### src/hw/lane_seq_macros.svh
////////////////////////////////////////
// Size constants of the lane sequencer
// Include this header wherever lane counts, ID counts
// or field widths set a port or a loop bound
////////////////////////////////////////

`ifndef LANE_SEQ_MACROS_SVH
`define LANE_SEQ_MACROS_SVH

// Number of lanes that share one broadcast request
`define NR_LANES 4
// Number of vector instruction IDs that can be in flight
`define NR_VINSN 8
// Width of the vector length and start element fields
`define VL_W 16
// Width of a vector register index
`define VREG_W 5
// Operand queues served by this lane sequencer
`define NR_OPQ 6

`endif

### src/hw/lane_seq_pkg.sv
////////////////////////////////////////
// Shared types of the lane sequencer
// Holds the unit, opcode, element width and queue enums
// and the request, operation and command structs
////////////////////////////////////////

`include "lane_seq_macros.svh"

package lane_seq_pkg;

  // Instruction ID and lane index
  typedef logic [$clog2(`NR_VINSN)-1:0] vid_t;
  typedef logic [$clog2(`NR_LANES)-1:0] lane_id_t;

  // Length and register index fields
  typedef logic [`VL_W-1:0]   vlen_t;
  typedef logic [`VREG_W-1:0] vreg_t;

  // Functional unit that executes an instruction
  typedef enum logic {
    VFU_ALU,
    VFU_MFPU
  } vfu_e;

  // The first four run on the ALU, the rest on the multiplier/FPU
  typedef enum logic [3:0] {
    VADD, VSUB, VAND, VOR,
    VMUL, VMACC, VFADD, VFMUL
  } op_e;

  // Element width of the vector type
  typedef enum logic [1:0] {
    EW8, EW16, EW32, EW64
  } sew_e;

  // Operand queue index, also the bit position in the valid vectors
  typedef enum logic [2:0] {
    ALU_A, ALU_B, MFPU_A, MFPU_B, MFPU_C, MASK_M
  } opq_e;

  // Request broadcast by the main sequencer
  typedef struct packed {
    vid_t        id;
    op_e         op;
    vfu_e        vfu;
    logic        vm;
    logic        use_vs1;
    logic        use_vs2;
    logic        use_vd_op;
    logic        use_scalar_op;
    logic [63:0] scalar_op;
    vreg_t       vs1;
    vreg_t       vs2;
    vreg_t       vd;
    sew_e        vsew;
    vlen_t       vl;
    vlen_t       vstart;
  } pe_req_t;

  // Operation handed to the lane's functional units
  typedef struct packed {
    vid_t        id;
    op_e         op;
    vfu_e        vfu;
    logic        vm;
    logic        use_vs1;
    logic        use_vs2;
    logic        use_vd_op;
    logic        use_scalar_op;
    logic [63:0] scalar_op;
    vreg_t       vd;
    sew_e        vsew;
    vlen_t       vl;
    vlen_t       vstart;
  } vfu_op_t;

  // Command for one operand queue
  typedef struct packed {
    vid_t  id;
    vreg_t vs;
    sew_e  vsew;
    vlen_t vl;
    vlen_t vstart;
  } opq_cmd_t;

endpackage

### src/hw/dispatch_ctrl.sv
////////////////////////////////////////
// Dispatch control of the lane sequencer
// Decides when the held request issues, splits its length
// over the lanes, tracks running IDs and drives the unit
// operation and the done reports
////////////////////////////////////////

`timescale 1ns/10ps

`include "lane_seq_macros.svh"

module dispatch_ctrl import lane_seq_pkg::*; (
  input  logic                  clk_i,
  input  logic                  rst_ni,
  input  lane_id_t              lane_id_i,
  // Held request and its issue strobe
  input  pe_req_t               req_i,
  input  logic                  req_valid_i,
  output logic                  req_issue_o,
  // Lane share of the instruction
  output vlen_t                 lane_vl_o,
  output vlen_t                 lane_vstart_o,
  // Operand slots still waiting for their queue
  input  logic [`NR_OPQ-1:0]    slot_valid_i,
  // Main sequencer status and responses
  input  logic [`NR_VINSN-1:0]  pe_vinsn_running_i,
  input  logic [`NR_VINSN-1:0]  alu_vinsn_done_i,
  input  logic [`NR_VINSN-1:0]  mfpu_vinsn_done_i,
  output logic [`NR_VINSN-1:0]  pe_resp_done_o,
  output logic                  alu_vinsn_done_o,
  output logic                  mfpu_vinsn_done_o,
  // Operation for the functional units
  output vfu_op_t               vfu_operation_o,
  output logic                  vfu_operation_valid_o
);

  logic [`NR_OPQ-1:0]   slots_needed;
  logic [`NR_VINSN-1:0] running_q;
  logic [`NR_VINSN-1:0] running_now;
  logic [`NR_VINSN-1:0] running_d;
  logic [`NR_VINSN-1:0] done_d;
  logic                 muted;
  vfu_op_t              op_d;

  ////////////////////////////////////////
  // Lane length split
  ////////////////////////////////////////

  // Elements are striped over the lanes, and the low lanes take the remainder
  always_comb begin
    lane_vl_o = vlen_t'(req_i.vl / `NR_LANES);
    if (lane_id_i < req_i.vl[$bits(lane_id_t)-1:0]) begin
      lane_vl_o = lane_vl_o + 1'b1;
    end
    lane_vstart_o = vlen_t'(req_i.vstart / `NR_LANES);
  end

  // Nothing to execute in this lane
  assign muted = (lane_vl_o == '0);

  ////////////////////////////////////////
  // Issue decision
  ////////////////////////////////////////

  // Each unit stalls on its own operand slots and on the shared mask slot
  always_comb begin
    slots_needed         = '0;
    slots_needed[MASK_M] = 1'b1;
    case (req_i.vfu)
      VFU_ALU: begin
        slots_needed[ALU_A] = 1'b1;
        slots_needed[ALU_B] = 1'b1;
      end
      VFU_MFPU: begin
        slots_needed[MFPU_A] = 1'b1;
        slots_needed[MFPU_B] = 1'b1;
        slots_needed[MFPU_C] = 1'b1;
      end
      default: ;
    endcase
  end

  // The main sequencer clears running bits of retired instructions
  assign running_now = running_q & pe_vinsn_running_i;

  // A request whose ID still runs waits for that ID to retire
  assign req_issue_o = req_valid_i && ((slot_valid_i & slots_needed) == '0) &&
                       !running_now[req_i.id];

  ////////////////////////////////////////
  // Bookkeeping and operation
  ////////////////////////////////////////

  always_comb begin
    running_d = running_now;
    done_d    = alu_vinsn_done_i | mfpu_vinsn_done_i;
    // A muted instruction is finished here as soon as it issues
    if (req_issue_o) begin
      if (muted) begin
        done_d[req_i.id] = 1'b1;
      end else begin
        running_d[req_i.id] = 1'b1;
      end
    end
  end

  // Copy the request fields and attach the lane window
  always_comb begin
    op_d.id            = req_i.id;
    op_d.op            = req_i.op;
    op_d.vfu           = req_i.vfu;
    op_d.vm            = req_i.vm;
    op_d.use_vs1       = req_i.use_vs1;
    op_d.use_vs2       = req_i.use_vs2;
    op_d.use_vd_op     = req_i.use_vd_op;
    op_d.use_scalar_op = req_i.use_scalar_op;
    op_d.scalar_op     = req_i.scalar_op;
    op_d.vd            = req_i.vd;
    op_d.vsew          = req_i.vsew;
    op_d.vl            = lane_vl_o;
    op_d.vstart        = lane_vstart_o;
  end

  always_ff @(posedge clk_i or negedge rst_ni) begin
    if (!rst_ni) begin
      running_q             <= '0;
      pe_resp_done_o        <= '0;
      alu_vinsn_done_o      <= 1'b0;
      mfpu_vinsn_done_o     <= 1'b0;
      vfu_operation_valid_o <= 1'b0;
    end else begin
      running_q             <= running_d;
      pe_resp_done_o        <= done_d;
      alu_vinsn_done_o      <= |alu_vinsn_done_i;
      mfpu_vinsn_done_o     <= |mfpu_vinsn_done_i;
      vfu_operation_valid_o <= req_issue_o && !muted;
    end
  end

  always_ff @(posedge clk_i) begin
    if (req_issue_o && !muted) begin
      vfu_operation_o <= op_d;
    end
  end

  // The ID on the strobe is now marked running, so a second copy of it
  // stalls until the main sequencer retires the first one
  a_id_not_running : assert property (@(posedge clk_i) disable iff (!rst_ni)
    vfu_operation_valid_o |-> running_q[vfu_operation_o.id])
    else $error("Issued operation not tracked as running");

endmodule

### src/hw/lane_sequencer.sv
////////////////////////////////////////
// Sequencer of one vector lane
// Takes broadcast requests, issues unit operations and
// operand commands and reports finished instructions
////////////////////////////////////////

`timescale 1ns/10ps

`include "lane_seq_macros.svh"

module lane_sequencer import lane_seq_pkg::*; (
  input  logic                      clk_i,
  input  logic                      rst_ni,
  input  lane_id_t                  lane_id_i,
  // Main sequencer side
  input  pe_req_t                   pe_req_i,
  input  logic                      pe_req_valid_i,
  output logic                      pe_req_ready_o,
  input  logic     [`NR_VINSN-1:0]  pe_vinsn_running_i,
  output logic     [`NR_VINSN-1:0]  pe_resp_done_o,
  // Operand requesters
  output opq_cmd_t [`NR_OPQ-1:0]    operand_request_o,
  output logic     [`NR_OPQ-1:0]    operand_request_valid_o,
  input  logic     [`NR_OPQ-1:0]    operand_request_ready_i,
  // Functional units
  output vfu_op_t                   vfu_operation_o,
  output logic                      vfu_operation_valid_o,
  input  logic     [`NR_VINSN-1:0]  alu_vinsn_done_i,
  input  logic     [`NR_VINSN-1:0]  mfpu_vinsn_done_i,
  output logic                      alu_vinsn_done_o,
  output logic                      mfpu_vinsn_done_o
);

  // Held request and its issue strobe
  pe_req_t                req;
  logic                   req_valid;
  logic                   req_issue;
  // Lane share of the issuing instruction
  vlen_t                  lane_vl;
  vlen_t                  lane_vstart;
  // Commands on their way to the slots
  opq_cmd_t [`NR_OPQ-1:0] cmd;
  logic     [`NR_OPQ-1:0] push;

  req_filter u_filter (
    .clk_i          (clk_i),
    .rst_ni         (rst_ni),
    .pe_req_i       (pe_req_i),
    .pe_req_valid_i (pe_req_valid_i),
    .pe_req_ready_o (pe_req_ready_o),
    .req_o          (req),
    .req_valid_o    (req_valid),
    .req_issue_i    (req_issue)
  );

  dispatch_ctrl u_dispatch (
    .clk_i                 (clk_i),
    .rst_ni                (rst_ni),
    .lane_id_i             (lane_id_i),
    .req_i                 (req),
    .req_valid_i           (req_valid),
    .req_issue_o           (req_issue),
    .lane_vl_o             (lane_vl),
    .lane_vstart_o         (lane_vstart),
    .slot_valid_i          (operand_request_valid_o),
    .pe_vinsn_running_i    (pe_vinsn_running_i),
    .alu_vinsn_done_i      (alu_vinsn_done_i),
    .mfpu_vinsn_done_i     (mfpu_vinsn_done_i),
    .pe_resp_done_o        (pe_resp_done_o),
    .alu_vinsn_done_o      (alu_vinsn_done_o),
    .mfpu_vinsn_done_o     (mfpu_vinsn_done_o),
    .vfu_operation_o       (vfu_operation_o),
    .vfu_operation_valid_o (vfu_operation_valid_o)
  );

  operand_cmd_gen u_cmd_gen (
    .req_i         (req),
    .lane_id_i     (lane_id_i),
    .lane_vl_i     (lane_vl),
    .lane_vstart_i (lane_vstart),
    .issue_i       (req_issue),
    .cmd_o         (cmd),
    .push_o        (push)
  );

  operand_cmd_slots u_slots (
    .clk_i                   (clk_i),
    .rst_ni                  (rst_ni),
    .cmd_i                   (cmd),
    .push_i                  (push),
    .operand_request_o       (operand_request_o),
    .operand_request_valid_o (operand_request_valid_o),
    .operand_request_ready_i (operand_request_ready_i)
  );

endmodule

### src/hw/operand_cmd_gen.sv
////////////////////////////////////////
// Operand command builder of the lane sequencer
// Turns an issuing request into one command per operand
// queue together with the push bits for the slots
////////////////////////////////////////

`timescale 1ns/10ps

`include "lane_seq_macros.svh"

module operand_cmd_gen import lane_seq_pkg::*; (
  input  pe_req_t                   req_i,
  input  lane_id_t                  lane_id_i,
  input  vlen_t                     lane_vl_i,
  input  vlen_t                     lane_vstart_i,
  input  logic                      issue_i,
  output opq_cmd_t [`NR_OPQ-1:0]    cmd_o,
  output logic     [`NR_OPQ-1:0]    push_o
);

  logic  muted;
  vlen_t mask_vl;

  // This lane gets no element when the whole vector is shorter than the
  // lane count and the lane index is at or past its length
  assign muted = (req_i.vl < `NR_LANES) &&
                 (lane_id_i >= req_i.vl[$bits(lane_id_t)-1:0]);

  // The mask queue reads whole 64-bit words spread over all lanes,
  // so its length follows the full vector length and not the lane share
  always_comb begin
    mask_vl = vlen_t'((req_i.vl / (`NR_LANES * 8)) >> req_i.vsew);
    // Round up when the vector ends inside a word
    if (vlen_t'((mask_vl << req_i.vsew) * (`NR_LANES * 8)) != req_i.vl) begin
      mask_vl = mask_vl + 1'b1;
    end
  end

  always_comb begin
    // All commands share the ID, the width and the lane window
    for (int q = 0; q < `NR_OPQ; q++) begin
      cmd_o[q].id     = req_i.id;
      cmd_o[q].vs     = '0;
      cmd_o[q].vsew   = req_i.vsew;
      cmd_o[q].vl     = lane_vl_i;
      cmd_o[q].vstart = lane_vstart_i;
    end

    // Source registers of each queue
    cmd_o[ALU_A].vs  = req_i.vs1;
    cmd_o[ALU_B].vs  = req_i.vs2;
    cmd_o[MFPU_A].vs = req_i.vs1;
    cmd_o[MFPU_B].vs = req_i.vs2;
    cmd_o[MFPU_C].vs = req_i.vd;

    // The mask always lives in register zero
    cmd_o[MASK_M].vs = '0;
    cmd_o[MASK_M].vl = mask_vl;

    push_o = '0;
    case (req_i.vfu)
      VFU_ALU: begin
        push_o[ALU_A] = req_i.use_vs1;
        push_o[ALU_B] = req_i.use_vs2;
      end
      VFU_MFPU: begin
        push_o[MFPU_A] = req_i.use_vs1;
        push_o[MFPU_B] = req_i.use_vs2;
        // Third operand is the old destination, as for a multiply-accumulate
        push_o[MFPU_C] = req_i.use_vd_op;
      end
      default: ;
    endcase
    // Masked instructions fetch the mask for either unit
    push_o[MASK_M] = !req_i.vm;

    // Nothing is requested unless the instruction really runs here
    if (!issue_i || muted) begin
      push_o = '0;
    end
  end

endmodule

### src/hw/operand_cmd_slots.sv
////////////////////////////////////////
// Operand request slots of the lane sequencer
// Holds one command per operand queue until the queue's
// requester takes it with its ready
////////////////////////////////////////

`timescale 1ns/10ps

`include "lane_seq_macros.svh"

module operand_cmd_slots import lane_seq_pkg::*; (
  input  logic                      clk_i,
  input  logic                      rst_ni,
  // New commands from the builder
  input  opq_cmd_t [`NR_OPQ-1:0]    cmd_i,
  input  logic     [`NR_OPQ-1:0]    push_i,
  // Towards the operand requesters
  output opq_cmd_t [`NR_OPQ-1:0]    operand_request_o,
  output logic     [`NR_OPQ-1:0]    operand_request_valid_o,
  input  logic     [`NR_OPQ-1:0]    operand_request_ready_i
);

  opq_cmd_t [`NR_OPQ-1:0] slot_q;
  logic     [`NR_OPQ-1:0] valid_q;

  // Ready clears a slot, a push in the same cycle refills it
  always_ff @(posedge clk_i or negedge rst_ni) begin
    if (!rst_ni) begin
      valid_q <= '0;
    end else begin
      valid_q <= push_i | (valid_q & ~operand_request_ready_i);
    end
  end

  // Command payload only moves on a push
  always_ff @(posedge clk_i) begin
    for (int q = 0; q < `NR_OPQ; q++) begin
      if (push_i[q]) begin
        slot_q[q] <= cmd_i[q];
      end
    end
  end

  assign operand_request_o       = slot_q;
  assign operand_request_valid_o = valid_q;

  // The dispatch stall keeps pushes away from slots that still wait
  a_no_overwrite : assert property (@(posedge clk_i) disable iff (!rst_ni)
    (push_i & valid_q & ~operand_request_ready_i) == '0)
    else $error("Operand command pushed over a pending slot");

endmodule

### src/hw/req_filter.sv
////////////////////////////////////////
// Request register in front of the lane sequencer
// Samples each broadcast instruction once and holds it
// in a fall-through register until it issues
////////////////////////////////////////

`timescale 1ns/10ps

module req_filter import lane_seq_pkg::*; (
  input  logic    clk_i,
  input  logic    rst_ni,
  // Broadcast request from the main sequencer
  input  pe_req_t pe_req_i,
  input  logic    pe_req_valid_i,
  output logic    pe_req_ready_o,
  // Held request towards the dispatch logic
  output pe_req_t req_o,
  output logic    req_valid_o,
  input  logic    req_issue_i
);

  // Duplicate filter state
  vid_t    last_id_q;
  logic    sync_q;
  logic    valid_msk;
  logic    req_xfer;

  // Fall-through storage
  pe_req_t data_q;
  logic    full_q;
  logic    load;

  // A broadcast stays valid until every lane has taken it, so the ID of the
  // last accepted request is masked off while that broadcast lasts
  assign valid_msk = pe_req_valid_i && !(sync_q && (pe_req_i.id == last_id_q));

  // Room for a new request when empty or when the held one leaves now
  assign pe_req_ready_o = !full_q || req_issue_i;
  assign req_xfer       = valid_msk && pe_req_ready_o;

  // An empty register passes the incoming request straight through
  assign req_o       = full_q ? data_q : pe_req_i;
  assign req_valid_o = full_q || valid_msk;

  // Store the input unless it falls through and issues in the same cycle
  assign load = req_xfer && (full_q || !req_issue_i);

  always_ff @(posedge clk_i or negedge rst_ni) begin
    if (!rst_ni) begin
      full_q    <= 1'b0;
      sync_q    <= 1'b0;
      last_id_q <= '0;
    end else begin
      if (load) begin
        full_q <= 1'b1;
      end else if (req_issue_i) begin
        full_q <= 1'b0;
      end
      // Remember the accepted ID until the sequencer drops its valid
      if (req_xfer) begin
        last_id_q <= pe_req_i.id;
        sync_q    <= 1'b1;
      end else if (!pe_req_valid_i) begin
        sync_q <= 1'b0;
      end
    end
  end

  always_ff @(posedge clk_i) begin
    if (load) begin
      data_q <= pe_req_i;
    end
  end

  // A broadcast held over two cycles is never taken twice
  a_no_double_sample : assert property (@(posedge clk_i) disable iff (!rst_ni)
    (req_xfer && pe_req_valid_i) |=> !(req_xfer && (pe_req_i.id == $past(pe_req_i.id))))
    else $error("Broadcast request sampled twice");

endmodule

### config.mk
export PLATFORM = sky130hd
export DESIGN_NAME = lane_sequencer
export DESIGN_NICKNAME = d
export VERILOG_FILES = /design/src/hw/lane_seq_pkg.sv /design/src/hw/dispatch_ctrl.sv /design/src/hw/lane_sequencer.sv /design/src/hw/operand_cmd_gen.sv /design/src/hw/operand_cmd_slots.sv /design/src/hw/req_filter.sv
export VERILOG_INCLUDE_DIRS = /design/src /design/src/hw
export SDC_FILE = /design/constraint.sdc
export NUM_CORES = 1
export LEC_CHECK = 0
export BUFFER_PORTS_ARGS = -buffer_cell sky130_fd_sc_hd__buf_2
export CORE_AREA = 2 2 215 217
export DETAILED_ROUTE_END_ITERATION = 8
export DIE_AREA = 0 0 217 219
export MAX_ROUTING_LAYER = met4
export PLACE_DENSITY = 0.65
export SLEW_MARGIN = 20
export SYNTH_ARGS = -nofsm -noshare
export SYNTH_HDL_FRONTEND = slang
export SYNTH_SLANG_ARGS = --single-unit
### constraint.sdc
create_clock -name clk_i -period 15 [get_ports clk_i]
set_clock_uncertainty 0.15 [all_clocks]
set_input_delay 3.75 -clock clk_i [delete_from_list [all_inputs] [get_ports clk_i]]
set_output_delay 3.75 -clock clk_i [all_outputs]
set_load 0.02 [all_outputs]
==> flow_summary.toml, run 1 <==
[floorplan]
design.core.area_um2 = 45090
start_util = 0.4054
die-area_um2 = 47520
ios = 547
chipWidth_um = 217
die_height_um = 219
core.rowCount = 78

[grt]
grt_busiest_layer = "met2"
grtUsageMet3 = 0.05641
grt_max_degree = 69
grt_pass1_wl_um = 64560
first_global_vias = 10280
antenna_found_initial = 16
grt_overflow = 0
grtUsageTotal = 0.1918
grt_use_met1 = 0.2290
grtUsageMet2 = 0.3160

[run]
cap_violations = 0

[logic_synthesis]
synth_ff_type = "edfxtp_1"
yosysSeqAreaShare = 0.8016
syn_inst = 929
synth_area_leader_cell = "edfxtp_1"
synthTopCellsByArea = "edfxtp_1 (76%), mux2_2 (6.6%), dfrtp_1 (4.1%)"
yosysWarnings = 0
synth_async_sr_flop_share = 0.06085
syn_area_um2 = 18280
synthDistinctLibCells = 64
postSynthAreaPerCell_um2 = 19.68
ys_seq_elements = 493
yosysTopAreaCellShare = 0.7606
synth_edf_count = 463

[worst_setup_path]
cp_cell_sequence = "buf_2 > mux2i_4 > inv_2 > o32ai_1 > nor4_4 > nand2_2 > nand2_1 > buf_2"
cp_max_fo = 15
cp.required_ns = 11.10
arrival_ns = 5.60
critical-path-max-stage-delay_ns = 0.57
reg2regPathDepth = 12
crit_type = "in -> out"
cp_common_cell = "buf_2"
cp-end-kind = "output port"
cpMaxStageDelayCell = "o32ai_1"
cp-start-kind = "input port"

[sta]
max_slew.worst_pin.slew_ns = 0.9615
period_share = 0.6330
period_needed_ns = 9.495
fmax_mhz = 105.3
setup_tns_ns = 0
hold_viol = 0
max-slew-margin-rel = 0.3407
rsz0062_at_grt = "no"
setup_violations = 0
slew_viol_final = 0

[power]
cellLeakagePower_uw = 0.008894
ir_drop_v = 0.0001415
power_density_nw_per_um2 = 238.6
p_total_uw = 5532

[placed_design]
finalWeightedCongestion = 0.8178
hpwl_um = 32030
port_buffers = 515

[clock_tree]
cts_tree = "built"
clock-sinks = 493
cts_max_path_buffers = 3
h-tree-depth = 2
clk_pin_slew_ns = 0.06
root_buffer = "clkbuf_16"
clk_latency_ns = 0.58
cts_resized = 0
cts_setup_buffers = 0
hold_buffers = 0
numCtsBuffers = 50

[routing]
ant_nets = 0
dr.pass1.iters = 4
wirelength_um = 45450
viasPerCell = 4.818
drt_iter0_drc = 671
drc = 0
via_count = 10330
wire_per_inst_um = 21.20

[finish]
fin_util = 0.5143
fillers = 3739
nets = 1655
drive_gt1_frac = 0.4941
area_growth_pct = 26.84
regArea_um2 = 14660
multi_input_area_um2 = 3329

[hold_path]
worstHoldPathType = "reg -> reg"
hold_path_depth = 2

[status]
run_status = "complete, no violations"
==> registers in the layout (all words and copies together), names as in the netlist <==
register	cells
u_slots.operand_request_valid_o	6
u_slots.operand_request_o	226
u_dispatch.mfpu_vinsn_done_o	1
u_filter.last_id_q	3
u_filter.data_q	124
u_dispatch.vfu_operation_o	113
u_dispatch.alu_vinsn_done_o	1
u_dispatch.pe_resp_done_o	8
u_filter.full_q	1
u_filter.sync_q	1
u_dispatch.running_q	8
u_dispatch.vfu_operation_valid_o	1
==> final timing paths <==
check | start | end | slack, ns
worst min register to register | u_dispatch.running_q[5]$_DFF_PN0_ | u_dispatch.running_q[5]$_DFF_PN0_ | 0.33
max in group asynchronous | rst_ni | u_filter.full_q$_DFFE_PN0P_ | 11.13
worst max register to register | u_filter.full_q$_DFFE_PN0P_ | u_dispatch.vfu_operation_o[78]$_DFFE_PP_ | 8.53
worst max-delay path | pe_req_i[123] | pe_req_ready_o | 5.50
min in group asynchronous | rst_ni | u_dispatch.running_q[5]$_DFF_PN0_ | 3.06
worst min-delay path | u_dispatch.running_q[5]$_DFF_PN0_ | u_dispatch.running_q[5]$_DFF_PN0_ | 0.33
==> per-stage QoR <==
stage          worst slack (ns)  cell area (um^2)  std cells  hold slack, ns
2_1_floorplan             3.851             18390        957          0.2954
3_3_place_gp              5.553             21480       2035          0.3196
3_5_place_dp              5.521             21510       2036          0.3211
4_1_cts                   5.501             23150       2128          0.3348
5_1_grt                   5.345             23180       2143          0.3648
6_report                  5.505             23190       2144          0.3347
==> cells by family after synthesis <==
family,after synthesis,synth area share
DFF,493,0.8016
xor gates and xnor gates,26,0.01246
and+or+nand+nor,135,0.04353
muxes,146,0.09083
buffers and inverters,69,0.02478
adders and majority gates,7,0.004654
AOI/OAI and AO/OA,52,0.02190
other,1,0.0002051
==> Yosys cell counts (6+ instances only) <==
cell type and number:
nand3_1 10, nand2_1 30, nor3_1 9, xnor2_1 16, dfrtp_1 30, or3_1 8
ha_1 6, inv_1 17, nor2_1 32, mux2_2 107, buf_4 31, clkbuf_1 6
o21ai_1 18, xor2_1 10, edfxtp_1 463, mux2i_1 31
==> worst max-delay path, delay by kind of cell <==
family / cells / cell delay [ns]
and+or+nand+nor: 3 / 0.48
muxes: 1 / 0.25
buffers and inverters: 3 / 0.54
AOI/OAI and AO/OA: 1 / 0.57
==> placed cells by master (no fill, tap or decap), types with 3 or more instances in the layout <==
master        n
edfxtp_1    463
clkinv_1     10
a21oi_1       4
inv_2         3
xnor2_1      16
mux2i_2       4
o22ai_1       5
nor2_1       27
nor4_2        3
buf_4        12
bufinv_16     5
clkbuf_16    51
nor2_4        5
xor2_1       10
buf_2       515
mux2i_1      31
nand2b_1      3
dfrtp_1      29
mux2_2      107
a31oi_1       3
and2_1        3
nand2_1      30
a21o_1        3
o21ai_0       4
nand3_1      10
diode_2      16
clkinvlp_4    4
clkinv_2     10
inv_1        17
nor3_2        3
clkbuf_1      6
nand4_1       5
ha_1          6
o21ai_1      18
or3_1         8
conb_1       29
mux2i_4       4
nor4_1        4
a41oi_1       3
nor3_1        7
==> layer usage <==
metal | up-vias | share of wire
met5 | - | 0
met4 | 0 | 0.025
met3 | 62 | 0.087
met2 | 461 | 0.50
met1 | 5100 | 0.39
li1 | 4706 | -
==> power by group <==
part	switching (uW)	total (uW)	internal (uW)
logic	1340	1890	550
registers	148	2420	2270
clock network	515	1230	713
total	2000	5530	3530
==> final cells by class <==
| type | instances | share of cell area |
|---|---|---|
| sequential | 493 | 0.6322 |
| tap | 600 | 0.03238 |
| clock inverter | 35 | 0.01468 |
| timing repair buffer | 528 | 0.1162 |
| clock buffer | 57 | 0.05601 |
| multi-input combinational | 395 | 0.1436 |
| inverter | 20 | 0.003238 |
| antenna | 16 | 0.001727 |
No activity file was read; power rests on OpenSTA's default activity.
==> inputs of run 2 (changes only) <==
Settings changed: PLACE_DENSITY 0.65 to 0.68.
Clock period 15 ns to 8.3 ns, I/O delays scaled along.
==> flow_summary.toml, run 2 (synthesized netlist as in run 1, its figures left out) <==
[finish]
drive_gt1_frac = 0.4915
final_cell_mix = "buf_2 (515), edfxtp_1 (463), mux2_2 (107), clkbuf_16 (49), mux2i_1 (31)"
final_common_cell = "buf_2"
nets = 1654
largest_register_ffs = 226
area_growth_pct = 26.48
fillers = 3755
instances_no_fill = 2136

[grt]
antenna_found_initial = 9
grt_busiest_layer = "met2"
grtUsageMet2 = 0.3232
grt_max_degree = 75
grtUsageTotal = 0.1941
grt_overflow = 0
grtUsageMet3 = 0.05891
grt_pass1_wl_um = 66380
first_global_vias = 10610
grt_use_met1 = 0.2305

[sta]
fin_ws_ns = 2.174
setup_violations = 0
slew_viol_final = 0
max_slew.worst_pin.slew_ns = 1.110
max-slew-margin-rel = 0.2601
hold_viol = 0
fmax_mhz = 163.2
period_needed_ns = 6.126
rsz0062_at_grt = "no"
setup_tns_ns = 0
period_share = 0.7381

[clock_tree]
cts_tree = "built"
clk_pin_slew_ns = 0.06
h-tree-depth = 2
root_buffer = "clkbuf_16"
cts_resized = 0
numCtsBuffers = 49
hold_buffers = 0
clock-sinks = 493
clk_latency_ns = 0.57
cts_max_path_buffers = 3
cts_setup_buffers = 0

[run]
cap_violations = 0

[worst_setup_path]
timing.rr.start = "u_filter.full_q$_DFFE_PN0P_"
cp.required_ns = 6.08
cp_max_fo = 14
rrSetupSlack_ns = 3.05
crit_type = "in -> out"
cp-start-kind = "input port"
reg2regPathDepth = 9
worstSetupEndpoint = "pe_req_ready_o"
r2r_end = "u_dispatch.vfu_operation_o[10]$_DFFE_PP_"
critPathLaunch = "pe_req_i[124]"
arrival_ns = 3.90
cp-end-kind = "output port"

[routing]
drt_iter0_drc = 702
viasPerCell = 4.901
ant_nets = 0
wirelength_um = 45910
wire_per_inst_um = 21.49
via_count = 10470
dr.pass1.iters = 5
drc = 0

[placed_design]
hpwl_um = 32220
port_buffers = 515
placedCellCount = 2036
dp_slack_ns = 1.642
finalWeightedCongestion = 0.8459

[hold_path]
worstHoldPathType = "reg -> reg"

[floorplan]
chipWidth_um = 217
die-area_um2 = 47520
core.rowCount = 78
design.core.area_um2 = 45090
ios = 547
start_util = 0.4054
die_height_um = 219

[power]
power_density_nw_per_um2 = 432.6
cellLeakagePower_uw = 0.008868
ir_drop_v = 0.0002581

[status]
run_status = "complete, no violations"
[run 2: cell count changes in the layout (fill, tap and decap cells not counted), sizes merged]
| cell | change |
|---|---|
| clkinv | -2 |
| clkinvlp | -1 |
| diode | -6 |
| inv | +1 |
| bufinv | +1 |
| clkbuf | -1 |
[run 2: metrics by stage]
stage | util | total power, uW | hold slack (ns) | area, um^2
finish | 0.5128 | 10000 | 0.3450 | 23120
global route | 0.5127 | 10470 | 0.3912 | 23120
CTS | 0.5122 | 10120 | 0.3481 | 23100
detailed placement | 0.4771 | 7937 | 0.3312 | 21510
global placement | 0.4771 | 7861 | 0.3248 | 21510
floorplan | - | 6644 | 0.2954 | 18390
[run 2: area by class of cell]
cell class / instances / area, um^2 / share of cell area
Antenna cell: 10 / 25.02 / 0.001082
Clock buffer: 56 / 1252 / 0.05417
Clock inverter: 34 / 330.3 / 0.01429
Inverter: 20 / 75.07 / 0.003247
Multi-Input combinational cell: 395 / 3329 / 0.1440
Sequential cell: 493 / 14660 / 0.6340
Tap cell: 600 / 750.7 / 0.03247
Timing Repair Buffer: 528 / 2700 / 0.1168
[run 2: critical path, stage by stage]
cell	delay [ns]
buf_2	0.14
mux2_2	0.39
or3_1	0.41
a21o_1	0.17
o221a_2	0.14
nand2_2	0.22
nand2_1	0.13
buf_2	0.22
[run 2: power breakdown]
group          switching [uW]  total, uW  internal, uW
registers                 252       4350          4090
logic                    2480       3480          1000
clock network             900       2170          1270
[run 2: how the worst min path moves through the flow]
stage,startpoint,to,slack [ns],depth (start not counted)
after detailed placement,u_dispatch.running_q[5]$_DFF_PN0_,u_dispatch.running_q[5]$_DFF_PN0_,0.33,2
after global placement,u_dispatch.running_q[6]$_DFF_PN0_,u_dispatch.running_q[6]$_DFF_PN0_,0.32,2
after global routing,u_slots.operand_request_valid_o[1]$_DFF_PN0_,u_slots.operand_request_valid_o[1]$_DFF_PN0_,0.39,1
after floorplan,u_dispatch.running_q[5]$_DFF_PN0_,u_dispatch.running_q[5]$_DFF_PN0_,0.30,2
after CTS,u_dispatch.running_q[5]$_DFF_PN0_,u_dispatch.running_q[5]$_DFF_PN0_,0.35,2
final,u_dispatch.running_q[5]$_DFF_PN0_,u_dispatch.running_q[5]$_DFF_PN0_,0.34,2
[run 2: per-layer routing]
layer  routed length [um]  up-vias
met1                17780     5217
met3                 4162       69
met4                  943        0
met5                    0        -
met2                23020      483
li1                     -     4699
